**src/verilog/soc_bus_pkg.sv**
```systemverilog
// PI1 bus definitions shared by the master side and every slave
// a word address counts ARCH_BITS/8 byte units, byte selects pick lanes
`default_nettype none

package soc_bus_pkg;

	localparam int ARCH_BITS = 32;
	// byte offset bits dropped from a byte address
	localparam int ADDR_BITS = ARCH_BITS - $clog2(ARCH_BITS / 8);

	typedef logic [ARCH_BITS-1:0] word_t;
	typedef logic [ADDR_BITS-1:0] addr_t;
	typedef logic [(ARCH_BITS/8)-1:0] sel_t;

	// bus operation
	typedef logic [1:0] pi1_op_t;

	localparam pi1_op_t PI1_NONE  = 2'd0;
	localparam pi1_op_t PI1_WRITE = 2'd1;
	localparam pi1_op_t PI1_READ  = 2'd2;
	// swap returns the old word and stores the new one
	localparam pi1_op_t PI1_SWAP  = 2'd3;

endpackage

`default_nettype wire

```
**src/verilog/soc_map_pkg.sv**
```systemverilog
// address map of the fabric, byte based
// map sizes are powers of two of at least 16, so bit 0 carries the interrupt-use flag
// the RAM slot starts at 0 and must not reach past the device table base
`default_nettype none

package soc_map_pkg;

	// slot indices, the last one catches unmapped addresses
	localparam int SLOT_RAM     = 0;
	localparam int SLOT_DEVTBL  = 1;
	localparam int SLOT_INTCTRL = 2;
	localparam int SLOT_INVALID = 3;
	localparam int SLOT_COUNT   = 4;

	typedef logic [1:0] slot_t;

	// byte base addresses
	localparam int unsigned RAM_BASE     = 'h0000;
	localparam int unsigned DEVTBL_BASE  = 'h1000;
	localparam int unsigned INTCTRL_BASE = 'h1040;

	// byte map sizes
	localparam int unsigned DEVTBL_MAPSZ  = 64;
	localparam int unsigned INTCTRL_MAPSZ = 16;
	localparam int unsigned INVALID_MAPSZ = 'h1000;

	// RAM size follows the word count, 4096 bytes for 1024 words
	function automatic int unsigned ram_mapsz(input int unsigned ram_words);
		return ram_words * 4;
	endfunction

	// device ids as seen by software
	localparam int unsigned ID_RAM     = 1;
	localparam int unsigned ID_DEVTBL  = 7;
	localparam int unsigned ID_INTCTRL = 3;
	localparam int unsigned ID_INVALID = 0;

	// no slot raises interrupts through the controller itself
	localparam bit USEINTR_RAM     = 1'b0;
	localparam bit USEINTR_DEVTBL  = 1'b0;
	localparam bit USEINTR_INTCTRL = 1'b0;
	localparam bit USEINTR_INVALID = 1'b0;

endpackage

`default_nettype wire

```
**src/verilog/dev_table.sv**
```systemverilog
// device table: slot count, per-slot map size and id, software reset control
// control word bit 0 is rst0, bit 1 is rst1, both cleared by the system reset
`timescale 1ns/1ps
`default_nettype none

module dev_table
	import soc_bus_pkg::*;
	import soc_map_pkg::*;
#(
	parameter int RAM_WORDS = 1024
) (
	input  wire          clk120mhz,
	input  wire          sys_rst_i,
	input  wire          req_i,
	input  wire pi1_op_t op_i,
	input  wire addr_t   addr_i,
	input  wire word_t   data_i,
	input  wire sel_t    sel_i,
	output word_t        data_o,
	output logic         rst0_o,
	output logic         rst1_o
);

	localparam int WIDX_BITS = $clog2(DEVTBL_MAPSZ / (ARCH_BITS / 8));

	word_t                slot_mapsz [SLOT_COUNT];
	word_t                slot_id    [SLOT_COUNT];
	logic                 slot_intr  [SLOT_COUNT];
	logic [WIDX_BITS-1:0] widx;
	slot_t                slot;
	word_t                rd_word;
	logic                 wr;

	assign slot_mapsz[SLOT_RAM]     = word_t'(ram_mapsz(RAM_WORDS));
	assign slot_mapsz[SLOT_DEVTBL]  = word_t'(DEVTBL_MAPSZ);
	assign slot_mapsz[SLOT_INTCTRL] = word_t'(INTCTRL_MAPSZ);
	assign slot_mapsz[SLOT_INVALID] = word_t'(INVALID_MAPSZ);
	assign slot_id[SLOT_RAM]        = word_t'(ID_RAM);
	assign slot_id[SLOT_DEVTBL]     = word_t'(ID_DEVTBL);
	assign slot_id[SLOT_INTCTRL]    = word_t'(ID_INTCTRL);
	assign slot_id[SLOT_INVALID]    = word_t'(ID_INVALID);
	assign slot_intr[SLOT_RAM]      = USEINTR_RAM;
	assign slot_intr[SLOT_DEVTBL]   = USEINTR_DEVTBL;
	assign slot_intr[SLOT_INTCTRL]  = USEINTR_INTCTRL;
	assign slot_intr[SLOT_INVALID]  = USEINTR_INVALID;

	assign widx = addr_i[WIDX_BITS-1:0];
	assign slot = slot_t'((widx - 2'd2) >> 1);
	assign wr   = req_i && (op_i == PI1_WRITE || op_i == PI1_SWAP);

	// word 2+2k holds size and flag of slot k, word 3+2k its id
	always_comb begin
		rd_word = '0;
		if (widx == 0) begin
			rd_word = word_t'(SLOT_COUNT);
		end else if (widx == 1) begin
			rd_word = {{(ARCH_BITS-2){1'b0}}, rst1_o, rst0_o};
		end else if (widx < 2 + 2 * SLOT_COUNT) begin
			if (widx[0]) begin
				rd_word = slot_id[slot];
			end else begin
				rd_word = slot_mapsz[slot] | word_t'(slot_intr[slot]);
			end
		end
	end

	always_ff @(posedge clk120mhz) begin
		if (req_i) begin
			data_o <= rd_word;
		end
	end

	always_ff @(posedge clk120mhz) begin
		if (sys_rst_i) begin
			rst0_o <= 1'b0;
			rst1_o <= 1'b0;
		end else if (wr && widx == 1 && sel_i[0]) begin
			rst0_o <= data_i[0];
			rst1_o <= data_i[1];
		end
	end

endmodule

`default_nettype wire

```
**config.mk**
```make
export PLATFORM = sky130hd
export DESIGN_NAME = dev_table
export DESIGN_NICKNAME = d
export VERILOG_FILES = /design/src/verilog/soc_bus_pkg.sv /design/src/verilog/soc_map_pkg.sv /design/src/verilog/dev_table.sv
export SDC_FILE = /design/constraint.sdc
export NUM_CORES = 1
export LEC_CHECK = 0
export ABC_AREA = 1
export BUFFER_PORTS_ARGS = -buffer_cell sky130_fd_sc_hd__buf_2
export CORE_MARGIN = 3
export CORE_UTILIZATION = 25
export DETAILED_ROUTE_END_ITERATION = 16
export PLACE_DENSITY = 0.72
export SLEW_MARGIN = 10
export SYNTH_ARGS = -nofsm -noshare
export SYNTH_HDL_FRONTEND = slang
export SYNTH_SLANG_ARGS = --single-unit
```
**constraint.sdc**
```tcl
create_clock -name clk120mhz -period 1.42 [get_ports clk120mhz]
set_input_delay 0.355 -clock clk120mhz [delete_from_list [all_inputs] [get_ports clk120mhz]]
set_output_delay 0.355 -clock clk120mhz [all_outputs]
set_load 0.01 [all_outputs]
```
Word level (Yosys, flattened, before mapping)
Index checks and enable logic that the tools add are counted.
{"block": "word_totals", "wordCells": 31, "register_bits": 34}
{"block": "op_classes", "n_eq_ne": 3, "bitwise_logic": 3, "mux": 12, "magnitude_cmp": 2, "addsub": 1, "n_reduce_logical": 6}
{"cell": "$mux W32", "n": 5}
{"cell": "$bmux W32 S2", "n": 2}
{"cell": "$or A32 B1 Y32", "n": 1}
{"cell": "$mux W3", "n": 2}
{"cell": "$eq A4 B1 Y1 const B", "n": 1}
{"cell": "$logic_not A4 Y1", "n": 1}
{"cell": "$lt A4 B4 Y1 const B", "n": 1}
{"cell": "$ge A3 B3 Y1 const B", "n": 1}
{"cell": "$logic_and A1 B1 Y1", "n": 3}
{"cell": "$not A2 Y3", "n": 1}
{"cell": "$reduce_or A3 Y1", "n": 1}
{"cell": "$sub A3 B2 Y3 const B", "n": 1}
{"cell": "$bmux W1 S2", "n": 1}
{"cell": "$eq A2 B1 Y1 const B", "n": 1}
{"cell": "$eq A2 B2 Y1 const B", "n": 1}
{"cell": "$mux W1", "n": 2}
{"cell": "$logic_or A1 B1 Y1", "n": 1}
{"cell": "$not A1 Y1", "n": 1}

Depth between registers and ports, before layout
{"block": "logic_depth", "word_depth": 9, "ltp_mapped": 6}

Worst setup path after synthesis
OpenSTA, ideal clock, no wires.
{"block": "synth_timing", "path_kind": "input to register", "start": "in addr_i[1]", "end": "reg data_o[12] (data pin)", "arrival_time_ps": 861, "slack_ps": 304, "cell_stages": 4, "path_buffers": 0, "setup_ps": 255, "cell_sequence": "inv_1 > ha_1 > xor2_1 > nor2_1"}
{"block": "synth_between", "elab_chain_len": 7, "elab_cells_between_ends": 15, "cone_classes": "add/sub (1); order compare (1); eq/ne (1); mux (7); bitwise (3); reduce/logical (2)"}
{"item": "from (decl)", "line": "dev_table.sv:16", "text": "input wire addr_t addr_i,"}
{"item": "$sub A3 B2 Y3", "line": "dev_table.sv:48", "text": "assign slot = slot_t'((widx - 2'd2) >> 1);"}
{"item": "$not A2 Y3 (not written as such)", "line": "dev_table.sv:60, dev_table.sv:62"}
{"item": "$bmux W32 S2", "line": "dev_table.sv:62", "text": "rd_word = slot_mapsz[slot] | word_t'(slot_intr[slot]);"}
{"item": "$mux W32 (not written as such) (2 in series)", "line": "dev_table.sv:62"}
{"item": "$or A32 B1 Y32", "line": "dev_table.sv:62"}
{"item": "$mux W32", "line": "dev_table.sv:59", "text": "if (widx[0]) begin"}
{"item": "to (signal assigned)", "line": "dev_table.sv:69", "text": "data_o <= rd_word;"}
{"item": "to (decl)", "line": "dev_table.sv:19", "text": "output word_t data_o,"}
Parallel ways exist; a longest one is shown, timed or not. The select of a mux whose other input is x is not followed.
A chain may end at the register's enable or synchronous reset.

Worst setup path after layout
{"block": "layout_timing", "start": "reg rst0_o", "end": "out rst0_o"}
{"item": "from (decl)", "line": "dev_table.sv:20", "text": "output logic rst0_o,"}
{"item": "from (signal assigned)", "line": "dev_table.sv:78", "text": "rst0_o <= data_i[0];"}
No word-level cell between the ends.

==> flow_metrics.py <==
metrics = {
    "place": {
        "port_buffers": 18,
        "dp_hpwl_um": 944,
        "dpl_cell_area_um2": 667,
        "gp_congestion": 0.707,
        "post-place-ws_ps": 99.8,
    },
    "run": {
        "drv_cap": 0,
    },
    "die": {
        "placementRows": 17,
        "dieArea_um2": 3220,
        "start_util": 0.277,
        "io_pins": 105,
        "die_width_um": 56.7,
        "design.core.area_um2": 2320,
        "die_h_um": 56.7,
    },
    "hold_path": {
        "min_path_type": "input port to flop",
        "holdPathStages": 4,
    },
    "power": {
        "power.ir.vdd_worst_v": 0.000372,
        "pwr_density_cell_nw_per_um2": 819,
        "power.total_mw": 0.568,
        "power_leakage_nw": 0.385,
    },
    "cts": {
        "cts_resized": 0,
        "post_cts_buffers": 0,
        "cts_max_path_buffers": 2,
        "cts_htree_levels": 1,
        "hold_buffers": 0,
        "clk_pin_slew_ps": 50,
        "cts_buffers": 3,
        "clock-sinks": 8,
        "cts_tree": "done",
        "root_buffer": "clkbuf_4",
        "clk_latency_ps": 250,
    },
    "drt": {
        "route.antenna.remaining_nets": 0,
        "vias": 481,
        "drc_errors": 0,
        "drt_wl_total_um": 1060,
        "viasPerCell": 3.70,
        "wl_per_cell_um": 8.12,
        "drt-initial-drc-count": 8,
        "drt_pass1_iterations": 2,
    },
    "grt": {
        "grt.total_usage": 0.0646,
        "grt_max_degree": 8,
        "antenna_found_initial": 0,
        "grt_pass1_wl_um": 1550,
        "grt-ovfl-total": 0,
        "grt_pass1_vias": 407,
    },
    "cells_and_area": {
        "fillers": 242,
        "drive_gt1_frac": 0.245,
        "fin_area_um2": 693,
        "finalNetCount": 177,
        "synthToLayoutAreaGrowth_pct": 7.78,
        "num_antenna_cells": 0,
    },
    "setup_path": {
        "cp_top_family": "flip-flops",
        "cp.arrival_ps": 750,
        "crit_path_cell_trace": "buf_2",
        "r2r-end": "data_o[0]",
        "crit_slowest_cell": "dfxtp_1",
        "rrSetupSlack_ps": 720,
        "reg2reg_depth": 2,
        "end_kind": "output port",
        "path_class": "flop to output port",
        "cp-start-kind": "flop",
        "reg2reg_from": "rst0_o",
        "critPathMaxStageDelay_ps": 360,
        "startpoint": "rst0_o",
        "worst-path-buf-inv": 1,
        "crit_path_end": "rst0_o",
        "cp_max_fo": 3,
        "cp.depth": 1,
        "cp.required_ps": 1070,
    },
    "sta": {
        "fin_worst_skew_ps": 7.28,
        "tns_ps": 0,
        "timing.final.crit_share": 0.780,
        "hold_viol": 0,
        "setup_slack_ps": 312,
        "grt_setup_unrepaired": "false",
        "setup_viol": 0,
        "hold_slack_ps": 343,
        "fmax_ghz": 0.903,
        "period_minus_slack_ps": 1110,
        "slew_viol_final": 0,
    },
    "logic_synthesis": {
        "synth.cell_area_um2": 643,
        "synth_cells": 81,
        "avgSynthCellArea_um2": 7.94,
        "synth_seq_area_share": 0.342,
        "synth_seq_cells": 8,
        "ys_types": 16,
        "ys_warn_count": 0,
    },
    "run_status": {
        "status": "finished clean",
    },
}
[per-layer routing]
metal,up-vias,global-route usage,part of all wire
met4,0,0.0610,0.016
met3,2,0.0207,0.19
li1,238,-,-
met5,-,0,0
met2,39,0.120,0.48
met1,202,0.0508,0.32
[report_power, final]
part	total [mW]	leakage, nW	switching [mW]	internal [mW]
Clock	0.183	0.0150	0.0753	0.107
Sequential	0.270	0.0735	0.00285	0.267
Combinational	0.115	0.296	0.0813	0.0338
Total	0.568	0.385	0.159	0.408
[worst min-delay path by stage]
stage | startpoint | end | slack (ps)
CTS | sys_rst_i | rst0_o | 340
detailed placement | rst1_o | rst1_o | 510
finish | sys_rst_i | rst0_o | 340
global placement | rst1_o | rst1_o | 500
floorplan | req_i | data_o[0] | 470
global route | sys_rst_i | rst0_o | 360
[cell type report]
type / count / area, µm² / share of cell area
clock buffer: 4 / 26.3 / 0.0379
inverter: 10 / 37.5 / 0.0542
multi-input combinational: 62 / 284 / 0.410
sequential: 8 / 220 / 0.318
tap: 28 / 35.0 / 0.0505
timing repair buffer: 18 / 90.1 / 0.130
[Yosys cell counts]
cell	count	share of area
a21oi_1	1	0.0078
buf_4	26	0.30
conb_1	1	0.0058
dfxtp_1	2	0.062
edfxtp_1	6	0.28
ha_1	3	0.058
inv_1	9	0.053
inv_2	1	0.0058
nand2_1	10	0.058
nand2_2	1	0.0097
nand3_1	6	0.047
nand4_1	1	0.0097
nor2_1	10	0.058
nor2_2	2	0.019
o21ai_0	1	0.0078
xor2_1	1	0.014
[kinds of logic after synthesis]
family,count (synthesis),synth area share
buffers and inverters,36,0.362
xor gates and xnor gates,1,0.0136
and+or+nand+nor,30,0.202
AOI/OAI and AO/OA,2,0.0155
adders and majority gates,3,0.0584
DFF,8,0.342
other,1,0.00583
[registers in the layout (all words and copies together), names as in the netlist]
register / flops
data_o: 6
rst0_o: 1
rst1_o: 1
[cells in the final DEF, fill, tap and decap left out, types with 2 or more instances in the layout]
cell type,count
buf_2,18
clkbuf_4,3
conb_1,26
dfxtp_1,2
edfxtp_1,6
ha_1,3
inv_1,9
nand2_1,10
nand3_1,6
nor2_1,10
nor2_2,2
[through the flow]
| stage | util | instances |
|---|---|---|
| after floorplan | - | 106 |
| after global placement | 0.288 | 126 |
| after detailed placement | 0.288 | 126 |
| after CTS | 0.299 | 130 |
| after global routing | 0.299 | 130 |
| final | 0.299 | 130 |
Note: power is estimated with default switching activity, not from simulation.
