[src/verilog/soc_bus_pkg.sv]
// PI1 bus definitions shared by the master side and every slave
// a word address counts ARCH_BITS/8 byte units, byte selects pick lanes
`default_nettype none

package soc_bus_pkg;

	localparam int ARCH_BITS = 32;
	// byte offset bits dropped from a byte address
	localparam int ADDR_BITS = ARCH_BITS - $clog2(ARCH_BITS / 8);

	typedef logic [ARCH_BITS-1:0] word_t;
	typedef logic [ADDR_BITS-1:0] addr_t;
	typedef logic [(ARCH_BITS/8)-1:0] sel_t;

	// bus operation
	typedef logic [1:0] pi1_op_t;

	localparam pi1_op_t PI1_NONE  = 2'd0;
	localparam pi1_op_t PI1_WRITE = 2'd1;
	localparam pi1_op_t PI1_READ  = 2'd2;
	// swap returns the old word and stores the new one
	localparam pi1_op_t PI1_SWAP  = 2'd3;

endpackage

`default_nettype wire

[src/verilog/soc_map_pkg.sv]
// address map of the fabric, byte based
// map sizes are powers of two of at least 16, so bit 0 carries the interrupt-use flag
// the RAM slot starts at 0 and must not reach past the device table base
`default_nettype none

package soc_map_pkg;

	// slot indices, the last one catches unmapped addresses
	localparam int SLOT_RAM     = 0;
	localparam int SLOT_DEVTBL  = 1;
	localparam int SLOT_INTCTRL = 2;
	localparam int SLOT_INVALID = 3;
	localparam int SLOT_COUNT   = 4;

	typedef logic [1:0] slot_t;

	// byte base addresses
	localparam int unsigned RAM_BASE     = 'h0000;
	localparam int unsigned DEVTBL_BASE  = 'h1000;
	localparam int unsigned INTCTRL_BASE = 'h1040;

	// byte map sizes
	localparam int unsigned DEVTBL_MAPSZ  = 64;
	localparam int unsigned INTCTRL_MAPSZ = 16;
	localparam int unsigned INVALID_MAPSZ = 'h1000;

	// RAM size follows the word count, 4096 bytes for 1024 words
	function automatic int unsigned ram_mapsz(input int unsigned ram_words);
		return ram_words * 4;
	endfunction

	// device ids as seen by software
	localparam int unsigned ID_RAM     = 1;
	localparam int unsigned ID_DEVTBL  = 7;
	localparam int unsigned ID_INTCTRL = 3;
	localparam int unsigned ID_INVALID = 0;

	// no slot raises interrupts through the controller itself
	localparam bit USEINTR_RAM     = 1'b0;
	localparam bit USEINTR_DEVTBL  = 1'b0;
	localparam bit USEINTR_INTCTRL = 1'b0;
	localparam bit USEINTR_INVALID = 1'b0;

endpackage

`default_nettype wire

[src/verilog/pi1_router.sv]
// PI1 router for one master and the slots of soc_map_pkg
// slaves answer one cycle after their strobe; the invalid slot reads zero and drops writes
// RAM_WORDS must fit below the device table base
`timescale 1ns/1ps
`default_nettype none

module pi1_router
	import soc_bus_pkg::*;
	import soc_map_pkg::*;
#(
	parameter int RAM_WORDS = 1024
) (
	input  wire                    clk120mhz,
	input  wire                    sys_rst_i,
	input  wire pi1_op_t           pi1_op_i,
	input  wire addr_t             pi1_addr_i,
	input  wire word_t             pi1_data_i,
	input  wire sel_t              pi1_sel_i,
	input  wire word_t             ram_data_i,
	input  wire word_t             devtbl_data_i,
	input  wire word_t             intctrl_data_i,
	output word_t                  pi1_data_o,
	output logic                   pi1_rdy_o,
	output logic [SLOT_COUNT-1:0]  slave_req_o,
	output pi1_op_t                slave_op_o,
	output addr_t                  slave_addr_o,
	output word_t                  slave_data_o,
	output sel_t                   slave_sel_o
);

	localparam int WSH = $clog2(ARCH_BITS / 8);

	// word address windows, upper bound exclusive
	localparam addr_t RAM_LO     = addr_t'(RAM_BASE >> WSH);
	localparam addr_t RAM_HI     = addr_t'((RAM_BASE >> WSH) + RAM_WORDS);
	localparam addr_t DEVTBL_LO  = addr_t'(DEVTBL_BASE >> WSH);
	localparam addr_t DEVTBL_HI  = addr_t'((DEVTBL_BASE + DEVTBL_MAPSZ) >> WSH);
	localparam addr_t INTCTRL_LO = addr_t'(INTCTRL_BASE >> WSH);
	localparam addr_t INTCTRL_HI = addr_t'((INTCTRL_BASE + INTCTRL_MAPSZ) >> WSH);

	slot_t slot;
	slot_t slot_q;
	addr_t base;
	logic  accept;

	always_comb begin
		slot = slot_t'(SLOT_INVALID);
		base = '0;
		if (pi1_addr_i >= RAM_LO && pi1_addr_i < RAM_HI) begin
			slot = slot_t'(SLOT_RAM);
			base = RAM_LO;
		end else if (pi1_addr_i >= DEVTBL_LO && pi1_addr_i < DEVTBL_HI) begin
			slot = slot_t'(SLOT_DEVTBL);
			base = DEVTBL_LO;
		end else if (pi1_addr_i >= INTCTRL_LO && pi1_addr_i < INTCTRL_HI) begin
			slot = slot_t'(SLOT_INTCTRL);
			base = INTCTRL_LO;
		end
	end

	// every slave is always ready, so only reset holds the master off
	assign pi1_rdy_o = !sys_rst_i;
	assign accept    = (pi1_op_i != PI1_NONE) && pi1_rdy_o;

	always_comb begin
		for (int k = 0; k < SLOT_COUNT; k++) begin
			slave_req_o[k] = accept && (slot == slot_t'(k));
		end
	end

	assign slave_op_o   = pi1_op_i;
	assign slave_addr_o = pi1_addr_i - base;
	assign slave_data_o = pi1_data_i;
	assign slave_sel_o  = pi1_sel_i;

	// remember who owns the data phase of the next cycle
	always_ff @(posedge clk120mhz) begin
		if (sys_rst_i) begin
			slot_q <= slot_t'(SLOT_INVALID);
		end else if (accept) begin
			slot_q <= slot;
		end
	end

	always_comb begin
		case (slot_q)
			slot_t'(SLOT_RAM):     pi1_data_o = ram_data_i;
			slot_t'(SLOT_DEVTBL):  pi1_data_o = devtbl_data_i;
			slot_t'(SLOT_INTCTRL): pi1_data_o = intctrl_data_i;
			default:               pi1_data_o = '0;
		endcase
	end

	a_one_slave: assert property (@(posedge clk120mhz) disable iff (sys_rst_i)
		$onehot0(slave_req_o));

endmodule

`default_nettype wire

[config.mk]
export PLATFORM = sky130hd
export DESIGN_NAME = pi1_router
export DESIGN_NICKNAME = d
export VERILOG_FILES = /design/src/verilog/soc_bus_pkg.sv /design/src/verilog/soc_map_pkg.sv /design/src/verilog/pi1_router.sv
export SDC_FILE = /design/constraint.sdc
export NUM_CORES = 1
export LEC_CHECK = 0
export BUFFER_PORTS_ARGS = -buffer_cell sky130_fd_sc_hd__buf_2
export CAP_MARGIN = 25
export CORE_AREA = 5 5 103 105
export DETAILED_ROUTE_END_ITERATION = 10
export DIE_AREA = 0 0 108 110
export SLEW_MARGIN = 20
export SYNTH_ARGS = -nofsm -noshare
export SYNTH_HDL_FRONTEND = slang
export SYNTH_SLANG_ARGS = --single-unit
[constraint.sdc]
create_clock -name clk120mhz -period 3.8 [get_ports clk120mhz]
set_input_delay 0.38 -clock clk120mhz [delete_from_list [all_inputs] [get_ports clk120mhz]]
set_output_delay 0.38 -clock clk120mhz [all_outputs]
set_load 0.05 [all_outputs]
; ---- Word-level counts from Yosys, hierarchy flattened
; Cells that the tools add are included.
[word_totals]
in_bits = 166
n_memories = 0
elab_cells = 32
latchBits = 0
regBits = 2
romBits = 0
out_inout_bits = 105
ramBits = 0
[op_classes]
reduce_logical = 12
n_bitwise = 0
n_eq_ne = 5
multipliers = 0
addsub = 1
order_cmp = 6
shifts = 0
n_div = 0
n_mux = 7
[op_table]
columns = op, n
row1 = 32-bit case mux with 3 select lines, 1
row2 = "30-bit by 11-bit < comparator with 1-bit output, second input constant", 3
row3 = "30-bit by 11-bit greater-or-equal comparator with 1-bit output, second input constant", 2
row4 = 11-bit 2-to-1 mux, 3
row5 = "30-bit by 1-bit greater-or-equal comparator with 1-bit output, second input constant", 1
row6 = 30-bit subtractor, 1
row7 = 1-bit logical AND, 8
row8 = "2-bit == test, second input constant", 3
row9 = "2-bit by 1-bit == test with 1-bit output, second input constant", 2
row10 = 2-bit zero test, 2
row11 = 2-bit 2-to-1 mux, 2
row12 = 2-bit nonzero test, 1
row13 = 1-bit zero test, 1
row14 = 1-bit 2-to-1 mux, 1

; ---- Logic depth before layout (Yosys ltp)
[depth]
word_depth = 7
ltp_mapped = 11
depth_no_buf = 10

; ---- Worst setup path before layout
; No wires, ideal clock.
[synth_timing]
kind = input-to-output
start = input port pi1_addr_i[27]
end = output port slave_addr_o[23]
stages = 8
setup_slack_ns = -0.053
arrival_time_ns = 3.473
required_time_ns = 3.420
n_path_buf = 0
path_cell_list = or4_4 -> nor4_1 -> and3_1 -> nand2b_1 -> ha_1 -> nor4_4 -> nand4_2 -> o21ai_0
[synth_via]
elab_chain_cells = 6
word_cells_on_any_way = 13
classes_between = add/sub (1) / order compare (6) / mux (3) / reduce/logical (3)
[synth_lines]
columns = element, line
row1 = "start, declared", pi1_router.sv:16  ; input wire addr_t pi1_addr_i,
row2 = 30-bit by 11-bit greater-or-equal comparator with 1-bit output or 30-bit by 11-bit < comparator with 1-bit output (tied branches), pi1_router.sv:55  ; end else if (pi1_addr_i >= INTCTRL_LO && pi1_addr_i < INTCTRL_HI) begin
row3 = 1-bit logical AND, pi1_router.sv:55
row4 = 11-bit 2-to-1 mux, pi1_router.sv:55
row5 = 11-bit 2-to-1 mux, pi1_router.sv:52  ; end else if (pi1_addr_i >= DEVTBL_LO && pi1_addr_i < DEVTBL_HI) begin
row6 = 11-bit 2-to-1 mux (*), pi1_router.sv:49  ; if (pi1_addr_i >= RAM_LO && pi1_addr_i < RAM_HI) begin
row7 = 30-bit subtractor (*), pi1_router.sv:72  ; assign slave_addr_o = pi1_addr_i - base;
row8 = "end, declared", pi1_router.sv:26  ; output addr_t slave_addr_o,
; Mark *: on every way between the ends. The rest lies on a longest branch, timed or not.

; ---- Final worst setup path
[layout_timing]
start = input port pi1_addr_i[17]
end = output port slave_addr_o[28]
[layout_via]
elab_chain_cells = 6
word_cells_on_any_way = 13
classes_between = add/sub (1) / order compare (6) / mux (3) / reduce/logical (3)
[layout_lines]
columns = element, line
row1 = 30-bit by 11-bit greater-or-equal comparator with 1-bit output or 30-bit by 11-bit < comparator with 1-bit output (tied branches), pi1_router.sv:55
row2 = 1-bit logical AND, pi1_router.sv:55
row3 = 11-bit 2-to-1 mux, pi1_router.sv:55
row4 = 11-bit 2-to-1 mux, pi1_router.sv:52
row5 = 11-bit 2-to-1 mux, pi1_router.sv:49
row6 = 30-bit subtractor (*), pi1_router.sv:72
; Marked as above.

==> reports/results.tsv <==
metric	value	unit
status	completed	
Post-Place Worst Slack	-0.0545	ns
final core utilization	0.278	
Die Width	108	um
first-pass GRT wire length	10900	um
CTS buffer count	3	
Worst Setup End Kind	output pin	
placed cells	539	
FF+latch count, synth	2	
Worst-Margin Slew	0.569	ns
minimum clock period	3.58	ns
Hold Buf Count CTS	0	
WP buf/inv	3	
Most flops, register	slot_q	
via density per instance	4.36	
Slowest cell on crit path	or4_4	
sequential power share	0.044	
Combinational Power Share	0.800	
hold_sp	sys_rst_i	
# port buffers	194	
hold slack final	0.430	ns
CTS Root Cell	clkbuf_8	
clk_skew	0	ns
Cells after Synth	260	
top flop regs	slot_q (2)	
Tcrit/Tclk final	0.942	
Syn-to-layout area delta	52.0	%
post-synthesis cell area	1750	um^2
Setup WS post-layout	0.222	ns
delay of the slowest critical-path stage	0.57	ns
vias in the first global route	2237	
Clock Path Buffers	2	
GRT overflow	0	
die area	11900	um^2
endpoints failing setup	0	
CP arrival	3.20	ns
worst-path cell chain	buf_2 > or4_4 > nor4_4 > and3_1 > nand2b_1 > ha_1 > nor4_4 > nand4_2 > buf_4 > nor3_1 > xor2_1 > buf_4	
total wire length	7610	um
ratio of cells with drive above 1 in the final layout	0.535	
CTS sink cnt	2	
total iterations of the first detailed-routing run	4	
dpl hpwl	6620	um
Routed Antenna Nets	0	
num rows	36	
Worst VDD drop	0.0000788	V
final hold vios	0	
drt drc	0	
Int Pwr	0.219	mW
Clk network pwr share	0.156	
FF-to-FF Start	slot_q[0]	
Seq/Total Area, Yosys	0.0229	
critical path class	in2out	
Net Sw Frac	0.589	
H-tree levels	1	
EDFF count, synth	0	
PD cells	201	nW/um^2
initial antenna violation count	0	
clk slew on worst S/H paths	0.03	ns
Syn Area/Cell	6.71	um^2
ANT cells	0	
Critical Path Fanout Max	6	
Max Cap Viol	0	
Distinct cells, synth	34	
Post-synth top flop	dfxtp_1	
1st-iter DRT viols	124	
Sw Pwr	0.314	mW
num ports	271	
pin count of the biggest net entering global routing	34	
Async SR Flop Fraction	0	
number of flip-flops in the largest register	2	
Data required, critical path	3.42	ns
Leak	1.49	nW
FF/Latch Area	41.3	um^2
critical path launch point	pi1_addr_i[17]	
core area	9550	um^2
gpl congestion	0.760	
Yosys Warn Count	0	
max_slew headroom	0.621	
Startpoint Class	primary input	
CTS tree	yes	
Vias	2361	
Slew Viols, Final	0	
final-layout fill cell count	1070	
Avg WL per Cell	14.0	um
maximum clock frequency	0.279	GHz
final std cells w/o fill	542	
CP top delay family	simple AND/OR/NAND/NOR gates	
Die Ht	110	um
Syn Nets	429	
Hold Path Class	in2reg	
Total Nets Final	580	
gr usage total	0.112	
Starting Density	0.183	
area post-placement	2580	um^2
commonest non-fill, non-tap cell in the layout	buf_2	
Clk Latency, worst-skew pair	0.21	ns
Setup Fix Bufs, Post-CTS	0	
multi-input logic area	1340	um^2
commonest non-fill, non-tap cells in the layout	193 x buf_2, 36 x o21ai_0, 34 x nand2_1, 32 x mux2i_1	
final instance area	2650	um^2
cells in the mapped netlist, types with 4 or more instances:
| cell type | count | area [um^2] |
|---|---|---|
| nor4_1 | 4 | 25.0 |
| inv_1 | 7 | 26.3 |
| nor3_1 | 12 | 60.1 |
| o21ai_0 | 37 | 185 |
| clkbuf_1 | 10 | 37.5 |
| nand3_1 | 5 | 25.0 |
| nor2_1 | 12 | 45.0 |
| xnor2_1 | 8 | 70.1 |
| nand2_1 | 34 | 128 |
| buf_4 | 42 | 315 |
| xor2_1 | 12 | 105 |
| nand4_1 | 4 | 25.0 |
| mux2i_1 | 32 | 320 |
kinds of logic after synthesis:
logic type / count (synthesis) / synth area share
and+or+nand+nor: 90 / 0.278
buffers and inverters: 63 / 0.231
AOI/OAI and AO/OA: 50 / 0.163
muxes: 32 / 0.184
xor gates and xnor gates: 20 / 0.100
adders and majority gates: 3 / 0.0215
DFF: 2 / 0.0229
power groups by stage:
stage	combinational, mW	sequential, mW	clock (mW)
3_3_place_gp	0.425	0.0239	0
5_1_grt	0.457	0.0240	0.0857
6_report	0.427	0.0237	0.0830
3_5_place_dp	0.427	0.0240	0
2_1_floorplan	0.391	0.0239	0
4_1_cts	0.429	0.0237	0.0868
metal layers:
| metal | vias up | global-route usage | share of wire |
|---|---|---|---|
| met1 | 1018 | 0.123 | 0.37 |
| met4 | 0 | 0.0243 | 0.011 |
| met3 | 6 | 0.0349 | 0.13 |
| met2 | 166 | 0.213 | 0.50 |
| li1 | 1171 | - | - |
| met5 | - | 0 | 0 |
worst reg2reg max path: cells and delay by family (launching register included):
family | cells | cell delay (ns)
buffers and inverters | 1 | 0.45
AOI/OAI and AO/OA | 2 | 0.22
DFF | 1 | 0.32
area by class of cell:
| type | instances | area share |
|---|---|---|
| inverter | 7 | 0.00991 |
| clock buffer | 3 | 0.0156 |
| tap | 133 | 0.0627 |
| timing repair buffer | 202 | 0.390 |
| multi-input combinational | 195 | 0.507 |
| sequential | 2 | 0.0156 |
metrics by stage:
stage	power, mW	setup TNS (ns)
after floorplan	0.415	0
after global routing	0.567	-0.0212
final	0.534	0
after global placement	0.449	0
after detailed placement	0.451	-0.0951
after CTS	0.539	0
worst paths after layout:
check | end | slack, ns | cells after the start
max reg2reg | slot_q[0] | 2.74 | 3
min | slot_q[1] | 0.43 | 3
min reg2reg | slot_q[1] | 0.77 | 3
max | slave_addr_o[28] | 0.22 | 12
timing repair:
item                       CTS  global route
gates resized for setup      1             6
pin swaps                    0             1
setup endpoints to repair    5            10
Note: power is estimated with default switching activity, not from simulation.
