<file path="src/verilog/soc_reset_ctrl.sv">
// reset stretcher: sys_rst_o is high for 2**RST_CNT_BITS-1 cycles after rst_p or warm reset
// power-off holds the reset until the next rst_p; a cold reset request is ignored
`timescale 1ns/1ps
`default_nettype none

module soc_reset_ctrl #(
	parameter int RST_CNT_BITS = 4
) (
	input  wire  clk120mhz,
	input  wire  rst_p,
	input  wire  rst0_i,
	input  wire  rst1_i,
	output logic sys_rst_o
);

	logic [RST_CNT_BITS-1:0] cnt_q;
	logic                    pwroff_q;
	logic                    sw_warm;
	logic                    sw_pwroff;

	// rst1 alone asks for warm reset, rst0 alone for power-off, both together is cold
	assign sw_warm   = rst1_i && !rst0_i;
	assign sw_pwroff = rst0_i && !rst1_i;

	always_ff @(posedge clk120mhz) begin
		if (rst_p || sw_warm) begin
			cnt_q <= '1;
		end else if (cnt_q != '0) begin
			cnt_q <= cnt_q - 1'b1;
		end
	end

	// only an external reset brings the system back from power-off
	always_ff @(posedge clk120mhz) begin
		if (rst_p) begin
			pwroff_q <= 1'b0;
		end else if (sw_pwroff) begin
			pwroff_q <= 1'b1;
		end
	end

	assign sys_rst_o = pwroff_q || (cnt_q != '0);

	// the device table drops its control bits under the reset they caused
	a_ctrl_cleared: assert property (@(posedge clk120mhz)
		sys_rst_o |=> !rst0_i && !rst1_i);

endmodule

`default_nettype wire
</file>
<file path="config.mk">
export PLATFORM = sky130hd
export DESIGN_NAME = soc_reset_ctrl
export DESIGN_NICKNAME = d
export VERILOG_FILES = /design/src/verilog/soc_reset_ctrl.sv
export SDC_FILE = /design/constraint.sdc
export NUM_CORES = 1
export LEC_CHECK = 0
export ABC_AREA = 1
export ABC_CLOCK_PERIOD_IN_PS = 2550
export BUFFER_PORTS_ARGS = -buffer_cell sky130_fd_sc_hd__buf_2
export CAP_MARGIN = 30
export CORE_AREA = 4 4 41 43
export DETAILED_ROUTE_END_ITERATION = 8
export DIE_AREA = 0 0 45 47
export HOLD_SLACK_MARGIN = 0.15
export PLACE_DENSITY_LB_ADDON = 0.08
export SYNTH_ARGS = -nofsm -noshare
export SYNTH_HDL_FRONTEND = slang
export SYNTH_SLANG_ARGS = --single-unit
</file>
<file path="constraint.sdc">
create_clock -name clk120mhz -period 2.55 [get_ports clk120mhz]
set_clock_uncertainty 0.15 [all_clocks]
set_input_delay 0.3825 -clock clk120mhz [delete_from_list [all_inputs] [get_ports clk120mhz]]
set_output_delay 0.3825 -clock clk120mhz [all_outputs]
set_load 0.01 [all_outputs]
</file>
* Word-level counts from Yosys, hierarchy flattened
Index checks and enable logic that the tools add are counted.
** Word-level totals
- Bits in registers :: 5
- Input bits :: 4
** Operators by class
- Add/sub/neg operators :: 1
- Reduce and logical (&&, ||, !) cells :: 7
** Operators by type and width (count)
- $reduce_bool A4 Y1 :: 1
- $sub A4 B1 Y4 const B :: 1
- $logic_and A1 B1 Y1 :: 2
- $logic_not A1 Y1 :: 2
- $logic_or A1 B1 Y1 :: 2

* Depth between registers and ports, before layout
Gate-level depths: netlist of run 1.
- Depth after elaboration :: 3
- Mapped depth :: 7

* Worst setup path before layout of run 1
OpenSTA, ideal clock, no wires.
- Path kind :: reg2out
- From :: register cnt_q[0]
- To :: output sys_rst_o
- Data arrival time :: 0.852 ns
- Required time :: 2.017 ns
- Slack :: 1.166 ns
- Stages on the path, launching flop included :: 4
- Cells stage by stage :: dfxtp_1 > bufinv_8 > ha_1 > nand3_1
** On the way
- Cells in the longest elaborated chain, start to end :: 2
** RTL lines
- from (decl) :: RTL line 16 : logic [RST_CNT_BITS-1:0] cnt_q;
- from (signal assigned) :: RTL line 29 : cnt_q <= cnt_q - 1'b1;
- $reduce_bool A4 Y1 :: RTL line 42 : assign sys_rst_o = pwroff_q || (cnt_q != '0);
- $logic_or A1 B1 Y1 :: RTL line 42
- to (decl) :: RTL line 13 : output logic sys_rst_o
Every way passes these cells.

* Final worst setup path of run 1
Ends and elaborated chain as after synthesis.

==> metrics.txt, run 1 <==
outcome complete, no violations; Max Root-Sink Buffers 2; hold_buf cts 0; met3 GRT Util 0.0345; Mapped Cells 38; global route hottest layer met2; dpl ws 1.05 ns; Row Count 13; n_diodes 0; min cycle time layout 1.75 ns; max cap viols 0; Worst VDD drop 0.000210 V; initial core utilization 0.212; post-synth top area cell dfxtp_1; core area 1300 um2; vias in the first global route 238; Crit Path Class flip-flop to output port; Syn. warnings 0; CTS Buf Count 3; DR iter-0 viols 2; met1 usage 0.0635; Die H 47 um; CTS sink cnt 5; fin. max-slew vios 0; Hold Crit Depth 2; Final Cell Area 340 um2; Area Overhead vs Synth 23.6%; GRT Overall Usage 0.0600; antenna violations before repair 0; clock tree from TritonCTS yes; final antenna-violating net count 0; via count 235; count of final hold-check violations 0; largest net degree at the start of global routing 6; 1st-pass router iterations 4; final hold slack 0.162 ns; placed cell area 314 um2; reg2reg path depth 5; leakage power 0.182 nW; #FFs+latches synth 5; synthesized area 275 um2; Max FO, Critical Path 5; worst min-delay path class input port to flip-flop; I/O pins 5; Port-buffer cells 4; library cells used by synthesis 11; gr ovfl total 0; Fmax achieved 0.571 GHz; element type at the critical path start flip-flop; period utilization 0.687; Final setup viols 0; Arrival @ worst endpoint 1.22 ns; Setup crit end kind output port; total power 0.195 mW; WP data required 2.02 ns; routability cong. 0.723; setup TNS 0 ns; top cells by area, synth dfxtp_1 36%, nand2_1 14%, nand3_1 13%; post-synthesis net count 44; worst skew pair latency 0.24 ns; first-pass GRT wire length 841 um; placed cells 57; layout cells sized above 1 0.261; CTS root buf clkbuf_4; Detail Placement HPWL 380 um; Clk pin slew, worst setup/hold paths 0.04 ns; die area 2120 um2; relative slew slack 0.828; area fraction of the dominant cell type after synthesis 0.364; WL per Instance 7.44 um; setup ws final 0.798 ns; Final Util 0.262; vias per cell 3.85; P per Cell Area 573 nW/um2; DRT Wirelength 454 um; slew of the pin with the lowest slew margin 0.257 ns; CTS resizes 0; met2 GRT Util 0.0763; RSZ-0062 raised after global routing false; H-tree depth 1; Die X 45 um; # DRC 0; Final #Nets 53; Post-CTS Setup Inserts 0; sequential element share of the synthesized area 0.364; Final Non-Filler Cells 61; Syn Area/Cell 7.24 um2
==> Yosys cell counts <==
cell type   n
nand2_2     1
inv_1       4
nor2_1      4
nand2_1    10
ha_1        2
inv_2       2
nand3_1     7
a21oi_1     1
bufinv_8    1
dfxtp_1     5
nor2_4      1
==> cell families (layout without fill, tap and decap cells) <==
kind of cell / after synthesis / count (layout) / synth area share
AND/OR/NAND/NOR: 23 / 23 / 0.382
flip-flops: 5 / 5 / 0.364
adder cells (fa/ha/maj): 2 / 2 / 0.0909
buffers and inverters: 7 / 15 / 0.145
AO/OA/AOI/OAI: 1 / 1 / 0.0182
==> power breakdown <==
group / leakage [nW] / internal [mW] / switching [mW]
clock: 0.0150 / 0.0589 / 0.0290
combinational: 0.126 / 0.0111 / 0.0108
sequential: 0.0411 / 0.0826 / 0.00244
total: 0.182 / 0.153 / 0.0422
==> flip-flops by register name, indices dropped and copies added, names as in the netlist <==
register  cells
cnt_q         4
pwroff_q      1
==> layout by cell type (no fill, tap or decap) <==
master    count
nand2_2       1
ha_1          2
a21oi_1       1
dfxtp_1       5
nand3_1       7
nor2_4        1
nand2_1      10
inv_2         2
bufinv_8      1
inv_1         4
buf_2         4
nor2_1        4
clkbuf_4      3
clkbuf_1      1
==> final cells by class <==
cell class | count | area, um2
clock buffer | 4 | 26.3
fill | 159 | 961
inverter | 7 | 40.0
multi-input combinational | 26 | 135
sequential | 5 | 100
tap | 15 | 18.8
timing repair buffer | 4 | 20.0
==> worst paths after layout <==
path | start | to | slack, ns
setup / recovery | cnt_q[0]$_SDFFE_PP1P_ | sys_rst_o | 0.80
hold / removal | rst_p | pwroff_q$_SDFFE_PP0P_ | 0.16
setup reg to reg | cnt_q[0]$_SDFFE_PP1P_ | cnt_q[3]$_SDFFE_PP1P_ | 1.32
hold reg to reg | pwroff_q$_SDFFE_PP0P_ | pwroff_q$_SDFFE_PP0P_ | 0.30
==> metal layers <==
layer / routed length [um] / share of wire
met5: 0 / 0
met4: 0 / 0
met3: 31 / 0.068
met2: 204 / 0.45
met1: 218 / 0.48
==> critical path, stage by stage (launching register included) <==
cell and delay [ns]:
dfxtp_1 0.33, bufinv_8 0.19, ha_1 0.25, nand3_1 0.10, buf_2 0.13
Note: power is estimated with default switching activity, not from simulation.
==> run 2: changes to the inputs <==
Settings changed: ABC_CLOCK_PERIOD_IN_PS 2550 to 1800.
Clock period 2.55 ns to 1.8 ns, I/O delays scaled along.
==> run 2 against run 1 <==
Effect of this change: final cell count increased by 3.3%; combinational power rose by 57%; die area did not move; critical path type unchanged.
==> metrics.txt, run 2 (synthesized netlist as in run 1, its figures left out) <==
Area Overhead vs Synth 30.9%; initial core utilization 0.212; fin. max-slew vios 0; Die H 47 um; layout cells sized above 1 0.250; commonest cells after routing, fill and taps aside 10 x nand2_1, 7 x nand3_1, 5 x dfxtp_1; FILL cells 152; Crit Path Class flip-flop to output port; CTS resizes 0; slew of the pin with the lowest slew margin 0.273 ns; routability cong. 0.759; Clk pin slew, worst setup/hold paths 0.04 ns; most common cell after layout, fill and taps aside nand2_1; reg2reg start cnt_q[0]$_SDFFE_PP1P_; Detail Placement HPWL 400 um; Arrival @ worst endpoint 1.22 ns; Top reg by flops cnt_q; first-pass GRT wire length 986 um; core area 1300 um2; crit-path max cell delay 0.32 ns; relative slew slack 0.818; CP max-delay cell dfxtp_1; Row Count 13; Final setup viols 0; RSZ-0062 raised after global routing false; period utilization 0.913; element type at the critical path start flip-flop; WP buf/inv 2; Largest register FFs 4; Hold Crit Depth 5; WL per Instance 8.32 um; Max Root-Sink Buffers 2; # DRC 0; CTS sink cnt 5; FF-to-FF End cnt_q[3]$_SDFFE_PP1P_; Fmax achieved 0.608 GHz; CTS root buf clkbuf_4; Worst VDD drop 0.000281 V; outcome complete, no violations; P per Cell Area 796 nW/um2; dpl ws 0.407 ns; via count 255; count of final hold-check violations 0; 1st-pass router iterations 3; min cycle time layout 1.64 ns; H-tree depth 1; setup TNS 0 ns; GRT Overall Usage 0.0726; hold_buf cts 2; Port-buffer cells 4; top flop regs cnt_q: 4 flops, pwroff_q: 1 flops; reg2reg path depth 5; worst min-delay path class input port to flip-flop; worst skew pair latency 0.24 ns; Final #Nets 55; hold endpoint cnt_q[2]$_SDFFE_PP1P_; setup ws final 0.156 ns; largest net degree at the start of global routing 6; vias in the first global route 267; Setup crit end kind output port; Final Util 0.277; leakage power 0.192 nW; final antenna-violating net count 0; clock tree from TritonCTS yes; antenna violations before repair 0; Max FO, Critical Path 5; Die X 45 um; gr ovfl total 0; DR iter-0 viols 4; CP cell instances bufinv_8 > ha_1 > nand3_1 > buf_2; CTS Buf Count 3; I/O pins 5; max cap viols 0; die area 2120 um2; reg2reg setup slack 0.57 ns; total power 0.287 mW; crit-path leading delay family flip-flops; WP data required 1.38 ns; vias per cell 4.05; Post-CTS Setup Inserts 0; hold_sp rst1_i; n_diodes 0; DRT Wirelength 524 um
==> run 2: per-layer routing <==
layer	vias to the layer above	global-route usage	routed length, um
li1	135	-	-
met1	111	0.0680	225
met2	7	0.0989	247
met3	2	0.0345	28
met4	0	0.105	23
met5	-	0	0
==> run 2: worst min-delay path, delay by kind of cell <==
family / cells / cell delay, ns
simple gates: 3 / 0.24
buf+inv: 2 / 0.11
==> run 2: worst max path at each step <==
stage / start / to / slack [ns] / cells past startpoint
2_1_floorplan: cnt_q[0]$_SDFFE_PP1P_ / sys_rst_o / 0.53 / 3
3_3_place_gp: cnt_q[0]$_SDFFE_PP1P_ / sys_rst_o / 0.41 / 4
3_5_place_dp: cnt_q[0]$_SDFFE_PP1P_ / sys_rst_o / 0.41 / 4
4_1_cts: cnt_q[0]$_SDFFE_PP1P_ / sys_rst_o / 0.13 / 4
5_1_grt: cnt_q[0]$_SDFFE_PP1P_ / sys_rst_o / 0.05 / 4
6_report: cnt_q[0]$_SDFFE_PP1P_ / sys_rst_o / 0.16 / 4
==> run 2: layout make-up <==
type,instances,area (um2),share of cell area
Inverter,7,40.0,0.111
Timing Repair Buffer,6,40.0,0.111
Sequential cell,5,100,0.278
Tap cell,15,18.8,0.0521
Clock buffer,4,26.3,0.0729
Multi-Input combinational cell,26,135,0.375
==> run 2: power by group <==
group / leakage (nW) / total (mW) / internal, mW / switching [mW]
combinational: 0.136 / 0.0344 / 0.0188 / 0.0156
clock: 0.0150 / 0.132 / 0.0839 / 0.0480
sequential: 0.0411 / 0.120 / 0.117 / 0.00354
total: 0.192 / 0.287 / 0.220 / 0.0671
==> run 2: metrics by stage <==
stage                     area, um2  instances  hold slack (ns)
final                           360         63            0.246
after global routing            360         63            0.315
after CTS                       360         63            0.249
after detailed placement        314         57            0.295
after global placement          314         57            0.291
after floorplan                 275         38            0.189
==> run 3: changes to the inputs <==
Settings changed: PLACE_DENSITY from default to 0.42, PLACE_DENSITY_LB_ADDON 0.08 to default.
==> run 3 against run 2 <==
Effect of this change: combinational power is 1% higher; setup slack got worse by 0.0020 ns; maximum frequency decreased by 0.12%; sequential share of layout area stayed put; sequential power hardly changed; critical path type unchanged.
==> metrics.txt, run 3 (synthesized netlist as in run 1, its figures left out) <==
initial core utilization 0.212; antenna violations before repair 0; H-tree depth 1; Int Power 0.219 mW; Crit Path Class flip-flop to output port; CP cell instances bufinv_8 > ha_1 > nand3_1 > buf_2; CTS Buf Count 3; most common cell after layout, fill and taps aside nand2_1; n_diodes 0; 1st-pass router iterations 2; outcome complete, no violations; period utilization 0.914; Port-buffer cells 4; fin. max-slew vios 0; setup TNS 0 ns; Arrival @ worst endpoint 1.23 ns; P per Cell Area 791 nW/um2; Fmax achieved 0.608 GHz; leakage power 0.192 nW; Final setup viols 0; FILL cells 160; top sig layer met4; gr ovfl total 0; CTS sink cnt 5; CP max-delay cell dfxtp_1; worst skew pair latency 0.24 ns; first-pass GRT wire length 910 um; commonest cells after routing, fill and taps aside 10 x nand2_1, 7 x nand3_1, 5 x dfxtp_1; Top reg by flops cnt_q; clock share of power 0.456; WP buf/inv 2; slew of the pin with the lowest slew margin 0.274 ns; WP data required 1.38 ns; crit-path leading delay family flip-flops; largest net degree at the start of global routing 6; Logic pwr share 0.122; Setup crit end kind output port; WL per Instance 7.94 um; vias per cell 3.98; Max FO, Critical Path 5; via count 251; Post-CTS Setup Inserts 0; I/O pins 5; element type at the critical path start flip-flop; Switching Fraction 0.230; Clk pin slew, worst setup/hold paths 0.05 ns; # DRC 0; Final #Nets 55; final hold slack 0.256 ns; Die X 45 um; DR iter-0 viols 4; Die H 47 um; clock tree from TritonCTS yes; layout cells sized above 1 0.250; sequential power share 0.421; crit-path max cell delay 0.32 ns; top flop regs cnt_q: 4 flops, pwroff_q: 1 flops; max cap viols 0; final antenna-violating net count 0; Largest register FFs 4; RSZ-0062 raised after global routing false; relative slew slack 0.817; met2 routed WL 223 um; min cycle time layout 1.65 ns; WL met1 244 um; worst min-delay path class input port to flip-flop; Row Count 13; DRT Wirelength 500 um; routability cong. 0.729; die area 2120 um2; Max Root-Sink Buffers 2; Detail Placement HPWL 383 um; count of final hold-check violations 0; WL met3 24 um; CTS root buf clkbuf_4; core area 1300 um2; GRT Overall Usage 0.0618; vias in the first global route 252; Area Overhead vs Synth 30.9%; Net Switching 0.0654 mW; Worst VDD drop 0.000242 V
## run 3: final timing paths
check,start,to,slack (ns),cells past startpoint
setup / recovery,cnt_q[0]$_SDFFE_PP1P_,sys_rst_o,0.15,4
hold / removal,rst1_i,cnt_q[2]$_SDFFE_PP1P_,0.26,5
setup reg to reg,cnt_q[0]$_SDFFE_PP1P_,cnt_q[3]$_SDFFE_PP1P_,0.56,5
hold reg to reg,cnt_q[0]$_SDFFE_PP1P_,cnt_q[0]$_SDFFE_PP1P_,0.35,2
## run 3: worst register-to-register path: cells and delay by family (launching register included)
| family | cells | cell delay (ns) |
|---|---|---|
| simple gates | 3 | 0.28 |
| flops | 1 | 0.32 |
| fa+ha+maj | 1 | 0.26 |
| buf+inv | 1 | 0.18 |
## run 3: per-stage QoR
| stage | utilization | instance area [um2] | instances | total power [mW] | worst slack, ns |
|---|---|---|---|---|---|
| global placement | 0.241 | 314 | 57 | 0.154 | 0.409 |
| finish | 0.277 | 360 | 63 | 0.285 | 0.154 |
| detailed placement | 0.241 | 314 | 57 | 0.154 | 0.408 |
| global route | 0.277 | 360 | 63 | 0.305 | 0.0942 |
| floorplan | - | 275 | 38 | 0.145 | 0.528 |
| CTS | 0.277 | 360 | 63 | 0.291 | 0.143 |
## run 3: timing repair
action / 4_1_cts / 5_1_grt
endpoints found under the hold margin: 2 / 0
gates resized for setup: 0 / 0
hold buffers: 2 / 0
## run 3: final cells by class
class	count	area [um2]	share of cell area
clock buffers	4	26.3	0.0729
inverters	7	40.0	0.111
multi-input cells	26	135	0.375
flip-flops and latches	5	100	0.278
well taps	15	18.8	0.0521
repair buffers	6	40.0	0.111
## run 3: power groups by stage
stage,Clock [mW],Sequential (mW),Combinational (mW)
floorplan,0,0.121,0.0238
global route,0.145,0.120,0.0399
finish,0.130,0.120,0.0349
detailed placement,0,0.122,0.0314
global placement,0,0.122,0.0314
CTS,0.135,0.120,0.0353
## run 3: routing by layer
metal | track usage | vias up
li1 | - | 136
met1 | 0.0709 | 106
met2 | 0.0904 | 7
met3 | 0.0230 | 2
met4 | 0.0526 | 0
met5 | 0 | -
